$ cat src/hw/texture_pkg.sv
package texture_pkg;

  // frame geometry
  localparam int IMG_COLS = 16;
  localparam int IMG_ROWS = 16;
  localparam int PIX_W = 8;

  // window shape, outer ring sits at WIN_RADIUS
  localparam int WIN_RADIUS = 2;
  localparam int WIN_SIZE = 2 * WIN_RADIUS + 1;
  localparam int RING_N = 8;

  // ring order: E, NE, N, NW, W, SW, S, SE (row index grows southward)
  localparam int DIR_DROW [RING_N] = '{0, -1, -1, -1, 0, 1, 1, 1};
  localparam int DIR_DCOL [RING_N] = '{1, 1, 0, -1, -1, -1, 0, 1};

  // histogram sizing
  localparam int NUM_CODES = 10;
  localparam int NUM_BINS = 200;
  localparam int BIN_ADDR_W = 8;
  localparam int COUNT_W = 16;

  localparam int CI_THRESHOLD = 128;

  typedef logic [PIX_W-1:0] pixel_t;
  typedef logic [RING_N-1:0][PIX_W-1:0] ring_t;
  typedef logic [3:0] code_t;
  typedef logic [BIN_ADDR_W-1:0] bin_addr_t;
  typedef logic [COUNT_W-1:0] count_t;

  typedef enum logic [1:0] {
    RO_IDLE,
    RO_READ,
    RO_CLEAR,
    RO_DONE
  } readout_state_e;

  typedef enum logic [1:0] {
    OWN_NONE,
    OWN_ACCUM,
    OWN_READOUT
  } arb_owner_e;

endpackage
$ cat src/hw/bin_port_if.sv
`timescale 1ns/1ns

interface bin_port_if;
  import texture_pkg::*;

  logic      req;
  logic      we;
  bin_addr_t addr;
  count_t    wdata;
  logic      gnt;
  // valid one cycle after a granted read
  count_t    rdata;

  modport requester (
    output req, we, addr, wdata,
    input  gnt, rdata
  );

  modport target (
    input  req, we, addr, wdata,
    output gnt, rdata
  );

endinterface

$ cat src/hw/window_if.sv
`timescale 1ns/1ns

interface window_if;
  import texture_pkg::*;

  logic   valid;
  pixel_t center;
  ring_t  ring1;
  ring_t  ring2;
  // final full window of the frame
  logic   last;

  modport source (
    output valid, center, ring1, ring2, last
  );

  modport sink (
    input valid, center, ring1, ring2, last
  );

endinterface

$ cat src/hw/texture_top.sv
`timescale 1ns/1ns

module texture_top (
  input  logic                clk,
  input  logic                rst_n,
  input  texture_pkg::pixel_t pixel_i,
  input  logic                pixel_valid_i,
  input  logic                read_en_i,
  output logic                frame_done_o,
  output texture_pkg::count_t bin_count_o,
  output logic                bin_valid_o,
  output logic                read_done_o
);
  import texture_pkg::*;

  window_if   win_bus ();
  bin_port_if accum_port ();
  bin_port_if readout_port ();

  bin_addr_t bin;
  logic      bin_valid;
  logic      bin_last;

  window_buffer u_window_buffer (
    .clk           (clk),
    .rst_n         (rst_n),
    .pixel_i       (pixel_i),
    .pixel_valid_i (pixel_valid_i),
    .win           (win_bus.source)
  );

  lbp_encoder u_lbp_encoder (
    .clk         (clk),
    .rst_n       (rst_n),
    .win         (win_bus.sink),
    .bin_o       (bin),
    .bin_valid_o (bin_valid),
    .bin_last_o  (bin_last)
  );

  histogram_accumulator u_histogram_accumulator (
    .clk          (clk),
    .rst_n        (rst_n),
    .bin_i        (bin),
    .bin_valid_i  (bin_valid),
    .bin_last_i   (bin_last),
    .mem          (accum_port.requester),
    .frame_done_o (frame_done_o)
  );

  histogram_readout u_histogram_readout (
    .clk         (clk),
    .rst_n       (rst_n),
    .read_en_i   (read_en_i),
    .mem         (readout_port.requester),
    .bin_count_o (bin_count_o),
    .bin_valid_o (bin_valid_o),
    .read_done_o (read_done_o)
  );

  bin_arbiter u_bin_arbiter (
    .clk     (clk),
    .rst_n   (rst_n),
    .accum   (accum_port.target),
    .readout (readout_port.target)
  );

endmodule

$ cat src/hw/histogram_readout.sv
`timescale 1ns/1ns

module histogram_readout (
  input  logic                clk,
  input  logic                rst_n,
  input  logic                read_en_i,
  bin_port_if.requester       mem,
  output texture_pkg::count_t bin_count_o,
  output logic                bin_valid_o,
  output logic                read_done_o
);
  import texture_pkg::*;

  readout_state_e state_q;
  bin_addr_t      addr_q;
  logic           access;

  // requests only while enabled, address holds through a pause
  assign mem.req = read_en_i && (state_q == RO_READ || state_q == RO_CLEAR);
  assign mem.we = (state_q == RO_CLEAR);
  assign mem.addr = addr_q;
  assign mem.wdata = '0;
  assign access = mem.req && mem.gnt;

  assign bin_count_o = mem.rdata;
  assign read_done_o = (state_q == RO_DONE);

  always_ff @(posedge clk) begin
    if (!rst_n) begin
      state_q <= RO_IDLE;
      addr_q <= '0;
      bin_valid_o <= 1'b0;
    end else begin
      // count shows up the cycle after a granted read
      bin_valid_o <= access && !mem.we;
      case (state_q)
        RO_IDLE: begin
          if (read_en_i) begin
            state_q <= RO_READ;
          end
        end
        RO_READ: begin
          if (access) begin
            state_q <= RO_CLEAR;
          end
        end
        RO_CLEAR: begin
          if (access) begin
            if (addr_q == bin_addr_t'(NUM_BINS - 1)) begin
              state_q <= RO_DONE;
            end else begin
              addr_q <= addr_q + 1'b1;
              state_q <= RO_READ;
            end
          end
        end
        RO_DONE: begin
          addr_q <= '0;
          state_q <= RO_IDLE;
        end
        default: state_q <= RO_IDLE;
      endcase
    end
  end

endmodule

$ cat src/hw/bin_arbiter.sv
`timescale 1ns/1ns

module bin_arbiter (
  input  logic       clk,
  input  logic       rst_n,
  bin_port_if.target accum,
  bin_port_if.target readout
);
  import texture_pkg::*;

  count_t     mem_q [NUM_BINS];
  count_t     rdata_q;
  bin_addr_t  clr_addr_q;
  logic       clearing_q;
  arb_owner_e owner;
  bin_addr_t  sel_addr;
  logic       sel_we;
  count_t     sel_wdata;

  // accumulator has priority and nobody is granted during the clear sweep
  always_comb begin
    owner = OWN_NONE;
    if (!clearing_q) begin
      if (accum.req) begin
        owner = OWN_ACCUM;
      end else if (readout.req) begin
        owner = OWN_READOUT;
      end
    end
  end

  assign accum.gnt = (owner == OWN_ACCUM);
  assign readout.gnt = (owner == OWN_READOUT);

  always_comb begin
    sel_addr = (owner == OWN_ACCUM) ? accum.addr : readout.addr;
    sel_we = (owner == OWN_ACCUM) ? accum.we : readout.we;
    sel_wdata = (owner == OWN_ACCUM) ? accum.wdata : readout.wdata;
  end

  // zero sweep over all bins after reset
  always_ff @(posedge clk) begin
    if (!rst_n) begin
      clearing_q <= 1'b1;
      clr_addr_q <= '0;
    end else if (clearing_q) begin
      clr_addr_q <= clr_addr_q + 1'b1;
      if (clr_addr_q == bin_addr_t'(NUM_BINS - 1)) begin
        clearing_q <= 1'b0;
      end
    end
  end

  always_ff @(posedge clk) begin
    if (clearing_q) begin
      mem_q[clr_addr_q] <= '0;
    end else if (owner != OWN_NONE) begin
      if (sel_we) begin
        mem_q[sel_addr] <= sel_wdata;
      end else begin
        rdata_q <= mem_q[sel_addr];
      end
    end
  end

  assign accum.rdata = rdata_q;
  assign readout.rdata = rdata_q;

  // a granted access must land inside the bin memory
  a_owner_addr: assert property (@(posedge clk) disable iff (!rst_n)
    (owner != OWN_NONE) |-> (sel_addr < bin_addr_t'(NUM_BINS)))
    else $error("granted address out of range");

endmodule

$ cat src/hw/histogram_accumulator.sv
`timescale 1ns/1ns

module histogram_accumulator (
  input  logic                   clk,
  input  logic                   rst_n,
  input  texture_pkg::bin_addr_t bin_i,
  input  logic                   bin_valid_i,
  input  logic                   bin_last_i,
  bin_port_if.requester          mem,
  output logic                   frame_done_o
);
  import texture_pkg::*;

  // latched descriptor waiting for its read
  logic      rd_pend_q;
  logic      rd_last_q;
  bin_addr_t rd_addr_q;
  // descriptor whose count comes back this cycle
  logic      wr_pend_q;
  logic      wr_last_q;
  bin_addr_t wr_addr_q;

  assign mem.req = rd_pend_q || wr_pend_q;
  assign mem.we = wr_pend_q;
  assign mem.addr = wr_pend_q ? wr_addr_q : rd_addr_q;
  // saturate at the max count
  assign mem.wdata = (mem.rdata == '1) ? mem.rdata : mem.rdata + 1'b1;

  always_ff @(posedge clk) begin
    if (bin_valid_i) begin
      rd_addr_q <= bin_i;
      rd_last_q <= bin_last_i;
    end
    if (rd_pend_q) begin
      wr_addr_q <= rd_addr_q;
      wr_last_q <= rd_last_q;
    end
  end

  always_ff @(posedge clk) begin
    if (!rst_n) begin
      rd_pend_q <= 1'b0;
      wr_pend_q <= 1'b0;
      frame_done_o <= 1'b0;
    end else begin
      rd_pend_q <= bin_valid_i;
      wr_pend_q <= rd_pend_q && mem.gnt;
      frame_done_o <= wr_pend_q && mem.gnt && wr_last_q;
    end
  end

  // fixed priority in the arbiter, so no descriptor ever waits
  a_same_cycle_gnt: assert property (@(posedge clk) disable iff (!rst_n)
    mem.req |-> mem.gnt)
    else $error("accumulator request not granted");

endmodule

$ cat src/hw/lbp_encoder.sv
`timescale 1ns/1ns

module lbp_encoder (
  input  logic                   clk,
  input  logic                   rst_n,
  window_if.sink                 win,
  output texture_pkg::bin_addr_t bin_o,
  output logic                   bin_valid_o,
  output logic                   bin_last_o
);
  import texture_pkg::*;

  typedef logic [PIX_W+$clog2(RING_N)-1:0] sum_t;

  sum_t ring2_sum;
  logic [RING_N-1:0] ni_pat_d;
  logic [RING_N-1:0] rd_pat_d;
  logic s1_valid_q;
  logic s1_last_q;
  logic s1_ci_q;
  logic [RING_N-1:0] s1_ni_q;
  logic [RING_N-1:0] s1_rd_q;
  code_t ni_code;
  code_t rd_code;
  bin_addr_t bin_d;

  // rotation-invariant uniform mapping, non-uniform patterns go to code 9
  function automatic code_t map_code(input logic [RING_N-1:0] pat);
    logic [RING_N-1:0] trans;
    int ones;
    int flips;
    // bit k against bit k+1, wrapping
    trans = pat ^ {pat[0], pat[RING_N-1:1]};
    ones = $countones(pat);
    flips = $countones(trans);
    if (flips <= 2) begin
      return code_t'(ones);
    end
    return code_t'(NUM_CODES - 1);
  endfunction

  // stage one, comparisons against the ring-2 mean and ring 1
  always_comb begin
    ring2_sum = '0;
    for (int k = 0; k < RING_N; k++) begin
      ring2_sum = ring2_sum + sum_t'(win.ring2[k]);
    end
    for (int k = 0; k < RING_N; k++) begin
      ni_pat_d[k] = (sum_t'(win.ring2[k]) * sum_t'(RING_N)) >= ring2_sum;
      rd_pat_d[k] = win.ring2[k] >= win.ring1[k];
    end
  end

  always_ff @(posedge clk) begin
    if (win.valid) begin
      s1_ci_q <= win.center >= pixel_t'(CI_THRESHOLD);
      s1_ni_q <= ni_pat_d;
      s1_rd_q <= rd_pat_d;
    end
  end

  // stage two, codes and joint bin
  assign ni_code = map_code(s1_ni_q);
  assign rd_code = map_code(s1_rd_q);

  always_comb begin
    bin_d = bin_addr_t'(ni_code) * bin_addr_t'(NUM_CODES) + bin_addr_t'(rd_code);
    if (s1_ci_q) begin
      bin_d = bin_d + bin_addr_t'(NUM_CODES * NUM_CODES);
    end
  end

  always_ff @(posedge clk) begin
    if (s1_valid_q) begin
      bin_o <= bin_d;
    end
  end

  always_ff @(posedge clk) begin
    if (!rst_n) begin
      s1_valid_q <= 1'b0;
      s1_last_q <= 1'b0;
      bin_valid_o <= 1'b0;
      bin_last_o <= 1'b0;
    end else begin
      s1_valid_q <= win.valid;
      s1_last_q <= win.valid && win.last;
      bin_valid_o <= s1_valid_q;
      bin_last_o <= s1_last_q;
    end
  end

  a_bin_range: assert property (@(posedge clk) disable iff (!rst_n)
    bin_valid_o |-> (bin_o < bin_addr_t'(NUM_BINS)))
    else $error("bin index out of range");

endmodule

$ cat src/hw/window_buffer.sv
`timescale 1ns/1ns

module window_buffer (
  input  logic                clk,
  input  logic                rst_n,
  input  texture_pkg::pixel_t pixel_i,
  input  logic                pixel_valid_i,
  window_if.source            win
);
  import texture_pkg::*;

  // line_q[0] holds the previous row, line_q[3] the oldest
  pixel_t line_q [WIN_SIZE-1][IMG_COLS];
  // win_q[row][col], row 0 is north, col 0 is west
  pixel_t win_q [WIN_SIZE][WIN_SIZE];
  pixel_t col_pix [WIN_SIZE];
  logic [$clog2(IMG_COLS)-1:0] col_q;
  logic [$clog2(IMG_ROWS)-1:0] row_q;
  logic full_win;
  logic frame_end;

  // new column entering the window, oldest row first
  always_comb begin
    for (int r = 0; r < WIN_SIZE - 1; r++) begin
      col_pix[r] = line_q[WIN_SIZE-2-r][col_q];
    end
    col_pix[WIN_SIZE-1] = pixel_i;
  end

  // incoming pixel is the bottom-right corner of the window
  assign full_win = (row_q >= 2 * WIN_RADIUS) && (col_q >= 2 * WIN_RADIUS);
  assign frame_end = (row_q == IMG_ROWS - 1) && (col_q == IMG_COLS - 1);

  always_ff @(posedge clk) begin
    if (pixel_valid_i) begin
      line_q[0][col_q] <= pixel_i;
      for (int k = 1; k < WIN_SIZE - 1; k++) begin
        line_q[k][col_q] <= line_q[k-1][col_q];
      end
      for (int r = 0; r < WIN_SIZE; r++) begin
        for (int c = 0; c < WIN_SIZE - 1; c++) begin
          win_q[r][c] <= win_q[r][c+1];
        end
        win_q[r][WIN_SIZE-1] <= col_pix[r];
      end
    end
  end

  always_ff @(posedge clk) begin
    if (!rst_n) begin
      col_q <= '0;
      row_q <= '0;
      win.valid <= 1'b0;
      win.last <= 1'b0;
    end else begin
      win.valid <= pixel_valid_i && full_win;
      win.last <= pixel_valid_i && full_win && frame_end;
      if (pixel_valid_i) begin
        if (col_q == IMG_COLS - 1) begin
          col_q <= '0;
          row_q <= (row_q == IMG_ROWS - 1) ? '0 : row_q + 1'b1;
        end else begin
          col_q <= col_q + 1'b1;
        end
      end
    end
  end

  // tap the rings out of the register array
  always_comb begin
    win.center = win_q[WIN_RADIUS][WIN_RADIUS];
    for (int k = 0; k < RING_N; k++) begin
      win.ring1[k] = win_q[WIN_RADIUS + DIR_DROW[k]][WIN_RADIUS + DIR_DCOL[k]];
      win.ring2[k] = win_q[WIN_RADIUS + WIN_RADIUS * DIR_DROW[k]]
                          [WIN_RADIUS + WIN_RADIUS * DIR_DCOL[k]];
    end
  end

  // input rule, needed by the RMW in the accumulator
  a_strobe_gap: assert property (@(posedge clk) disable iff (!rst_n)
    pixel_valid_i |=> !pixel_valid_i)
    else $error("pixel strobes in back-to-back cycles");

endmodule

$ cat config.mk
export PLATFORM = sky130hd
export DESIGN_NAME = texture_top
export DESIGN_NICKNAME = d
export VERILOG_FILES = /design/src/hw/texture_pkg.sv /design/src/hw/bin_port_if.sv /design/src/hw/window_if.sv /design/src/hw/texture_top.sv /design/src/hw/histogram_readout.sv /design/src/hw/bin_arbiter.sv /design/src/hw/histogram_accumulator.sv /design/src/hw/lbp_encoder.sv /design/src/hw/window_buffer.sv
export SDC_FILE = /design/constraint.sdc
export NUM_CORES = 2
export LEC_CHECK = 0
export CAP_MARGIN = 25
export CORE_AREA = 2 2 521 523
export DETAILED_ROUTE_END_ITERATION = 8
export DIE_AREA = 0 0 523 525
export DONT_BUFFER_PORTS = 1
export GPL_TIMING_DRIVEN = 0
export HOLD_SLACK_MARGIN = 0.15
export PLACE_DENSITY = 0.74
export SYNTH_ARGS = -nofsm -noshare
export SYNTH_HDL_FRONTEND = slang
export SYNTH_SLANG_ARGS = --single-unit
$ cat constraint.sdc
create_clock -name clk -period 24 [get_ports clk]
set_input_delay 4.8 -clock clk [delete_from_list [all_inputs] [get_ports clk]]
set_output_delay 4.8 -clock clk [all_outputs]
set_load 0.05 [all_outputs]
==> out/metrics.cfg <==
[synthesis]
synth.distinct_cells=81
synth_top_family_by_area=multiplexers
yosys_most_used_dff=edfxtp_1
synth_nets=8246
synth-compound-area-share_pct=3.029
yosys.area_share.simple_pct=4.075
synthAdderAreaFrac_pct=2.190
async_reset_ff_share_pct=0
syn_avg_cell_area_um2=19.73
synth_area_um2=157900
synthCells=8004
synth_edf_count=3955
synthTopCellsByArea=edfxtp_1 75%, mux4_2 12%, nand2_1 1.6%
synth.most_common_cell=edfxtp_1
yosysTopAreaCellShare_pct=75.22
synth_seq_cells=3992
muxShareOfSynthArea_pct=12.91
ys_warn_count=0
synthXorXnorAreaFrac_pct=0.3495
synth_top_area_cell=edfxtp_1
yosys-top-cells-count=3955 x edfxtp_1, 844 x mux4_2, 679 x nand2_1
seq_area_frac_synth_pct=75.69

[clocking]
htreeDepth=5
cts_buffers=395
cts-resized-gates=0
cts_tree=done
hold_buffers=0
clk_latency_ns=1.04
cts_setup_buffers=0
clock_path_buffers=4
clock_sinks=3992
clk_pin_slew_ns=0.06
cts-root-buf=clkbuf_16

[timing]
setup_viol=0
rsz0062_at_grt=false
worst_slack_ns=14.83
hold_viol=0
skew_ns=0.1057
worst_pin_slew_ns=1.351
fin_crit_ns=9.174
final-max-slew-violation-count=0
tns_ns=0
fmax_mhz=109.0
finalCritPeriodShare_pct=38.22
slew_headroom_pct=9.932

[grt]
grt_pass1_wl_um=825500
grt_pass1_vias=88030
grt_start_max_net_pins=186
antenna_found_initial=72
grt_overflow=0
grt_use_total_pct=46.65

[worst_setup_path]
slowest_stage=nor2_4
path_max_fanout=16
worst-setup-path-type=input port to flop
cp_common_cell=nand2_1
worst-path-buf-inv=2
rr_worst_depth=23
worstPathArrival_ns=9.76
critical_path.top_delay_family=simple AND/OR/NAND/NOR gates
crit_required_ns=24.59
cp.depth=9
crit_start=read_en_i
r2r_slack_ns=16.06
cp_cell_sequence=nand2_1, or4_1, o21ai_0, clkbuf_1, nand2_1, o22ai_1, nand2_1, clkbuf_2, nor2_4
critPathCaptureType=flop
slowest_delay_ns=1.09
rr_startpoint=u_window_buffer.win_q[2][0]$_DFFE_PP_
worstSetupStartpointType=input port

[routing]
post_drt_wl_per_cell_um=50.16
vias_per_cell=7.516
vias=95850
drc=0
initialDrtViolationCount=19930
antenna_left=0
drtPass1Iterations=9
drt_wl_total_um=639600

[floorplan]
die-width_um=523
start_util_pct=58.63
die_h_um=525
dieArea_um2=274600
rows=191
pin_count=31
core-area_um2=269300

[placement]
dpl.hpwl_um=444000
gp_congestion=1.104
pre_cts_slack_ns=14.16
portBuffers=0

[pwr]
p_per_area_nw_per_um2=96.93
p_leak_nw=61.22
total_power_mw=17.81
ir_drop_v=0.0001858

[hold_path]
hp-start=u_window_buffer.win_q[0][28]$_DFFE_PP_
holdPathStages=0
hold_path_class=flop to flop

[outcome]
outcome=complete, no violations

[run]
cap_violations=0

[cells_and_area]
area_delta_synth_final_pct=16.40
nets=9045
drive_gt1_share_pct=25.73

[cell families (layout without fill, tap and decap cells)]
| logic type | after synthesis | in the layout |
|---|---|---|
| compound gates | 696 | 696 |
| flops | 3992 | 3992 |
| other cells | 0 | 46 |
| xor+xnor | 63 | 63 |
| buf+inv | 570 | 1702 |
| mux | 981 | 981 |
| simple gates | 1456 | 1456 |
| fa+ha+maj | 246 | 246 |
[where the power goes]
part | leakage, nW | internal (mW) | total, mW | switching [mW]
Clock | 6.41 | 3.61 | 6.39 | 2.78
Sequential | 38.2 | 7.69 | 7.73 | 0.0439
Combinational | 16.6 | 1.35 | 3.70 | 2.35
[routing by layer]
metal	up-vias	part of all wire, %	GRT usage, %	wire length, um
li1	34220	-	-	-
met1	49480	33	60.51	212100
met2	10040	40	60.86	255300
met3	2068	19	25.35	118700
met4	44	8.3	29.59	52870
met5	-	0.11	0.8775	727
[metrics by stage]
step | hold slack, ns | utilization, % | area, um^2 | instances
6_report | 0.3769 | 68.24 | 183800 | 12750
5_1_grt | 0.3846 | 68.20 | 183700 | 12710
4_1_cts | 0.3691 | 68.07 | 183300 | 12680
3_5_place_dp | 0.4045 | 63.16 | 170100 | 11950
3_3_place_gp | 0.4002 | 60.28 | 162400 | 11570
2_1_floorplan | 0.3855 | - | 157900 | 8004
[layout by cell type, fill, tap and decap left out, types with 46 or more instances in the layout]
cell type,Yosys,layout
buf_6,36,65
buf_2,149,165
diode_2,0,46
nor2_4,0,66
clkinv_2,0,69
bufinv_16,0,48
fa_1,56,56
a22oi_1,109,109
a21o_1,77,77
clkbuf_1,144,187
ha_1,174,174
mux2i_1,131,129
nor2_2,3,156
nand2_1,679,679
buf_16,0,80
inv_1,169,168
nor2_1,319,100
edfxtp_1,3955,3955
buf_12,1,91
buf_8,2,164
a21oi_1,205,204
nand3_1,193,193
clkbuf_16,0,398
mux4_2,844,844
clkinv_1,0,86
buf_4,38,62
[flip-flops by register name, indices dropped and copies added (netlist names), 16 cells and up]
register,cells
u_bin_arbiter.accum.rdata,16
u_bin_arbiter.mem_q,3200
u_window_buffer.line_q,512
u_window_buffer.win_q,184
[cell type report]
cell class                      count  area (um^2)
Multi-Input combinational cell   3442        36630
Buffer                            401         2185
Tap cell                         3570         4467
Sequential cell                  3992       119500
Clock inverter                    255         2915
Timing Repair Buffer              402         7036
Inverter                          169        634.4
Clock buffer                      475        10310
Fill cell                       16670        85540
Antenna cell                       46        115.1
[path summary, 6_finish.rpt]
path,endpoint
setup reg to reg,u_lbp_encoder.s1_ni_q[1]$_DFFE_PP_
setup / recovery,u_bin_arbiter.mem_q[177][10]$_DFFE_PP_
hold / removal,u_window_buffer.win_q[0][36]$_DFFE_PP_
hold reg to reg,u_window_buffer.win_q[0][36]$_DFFE_PP_
Note: power is estimated with default switching activity, not from simulation.
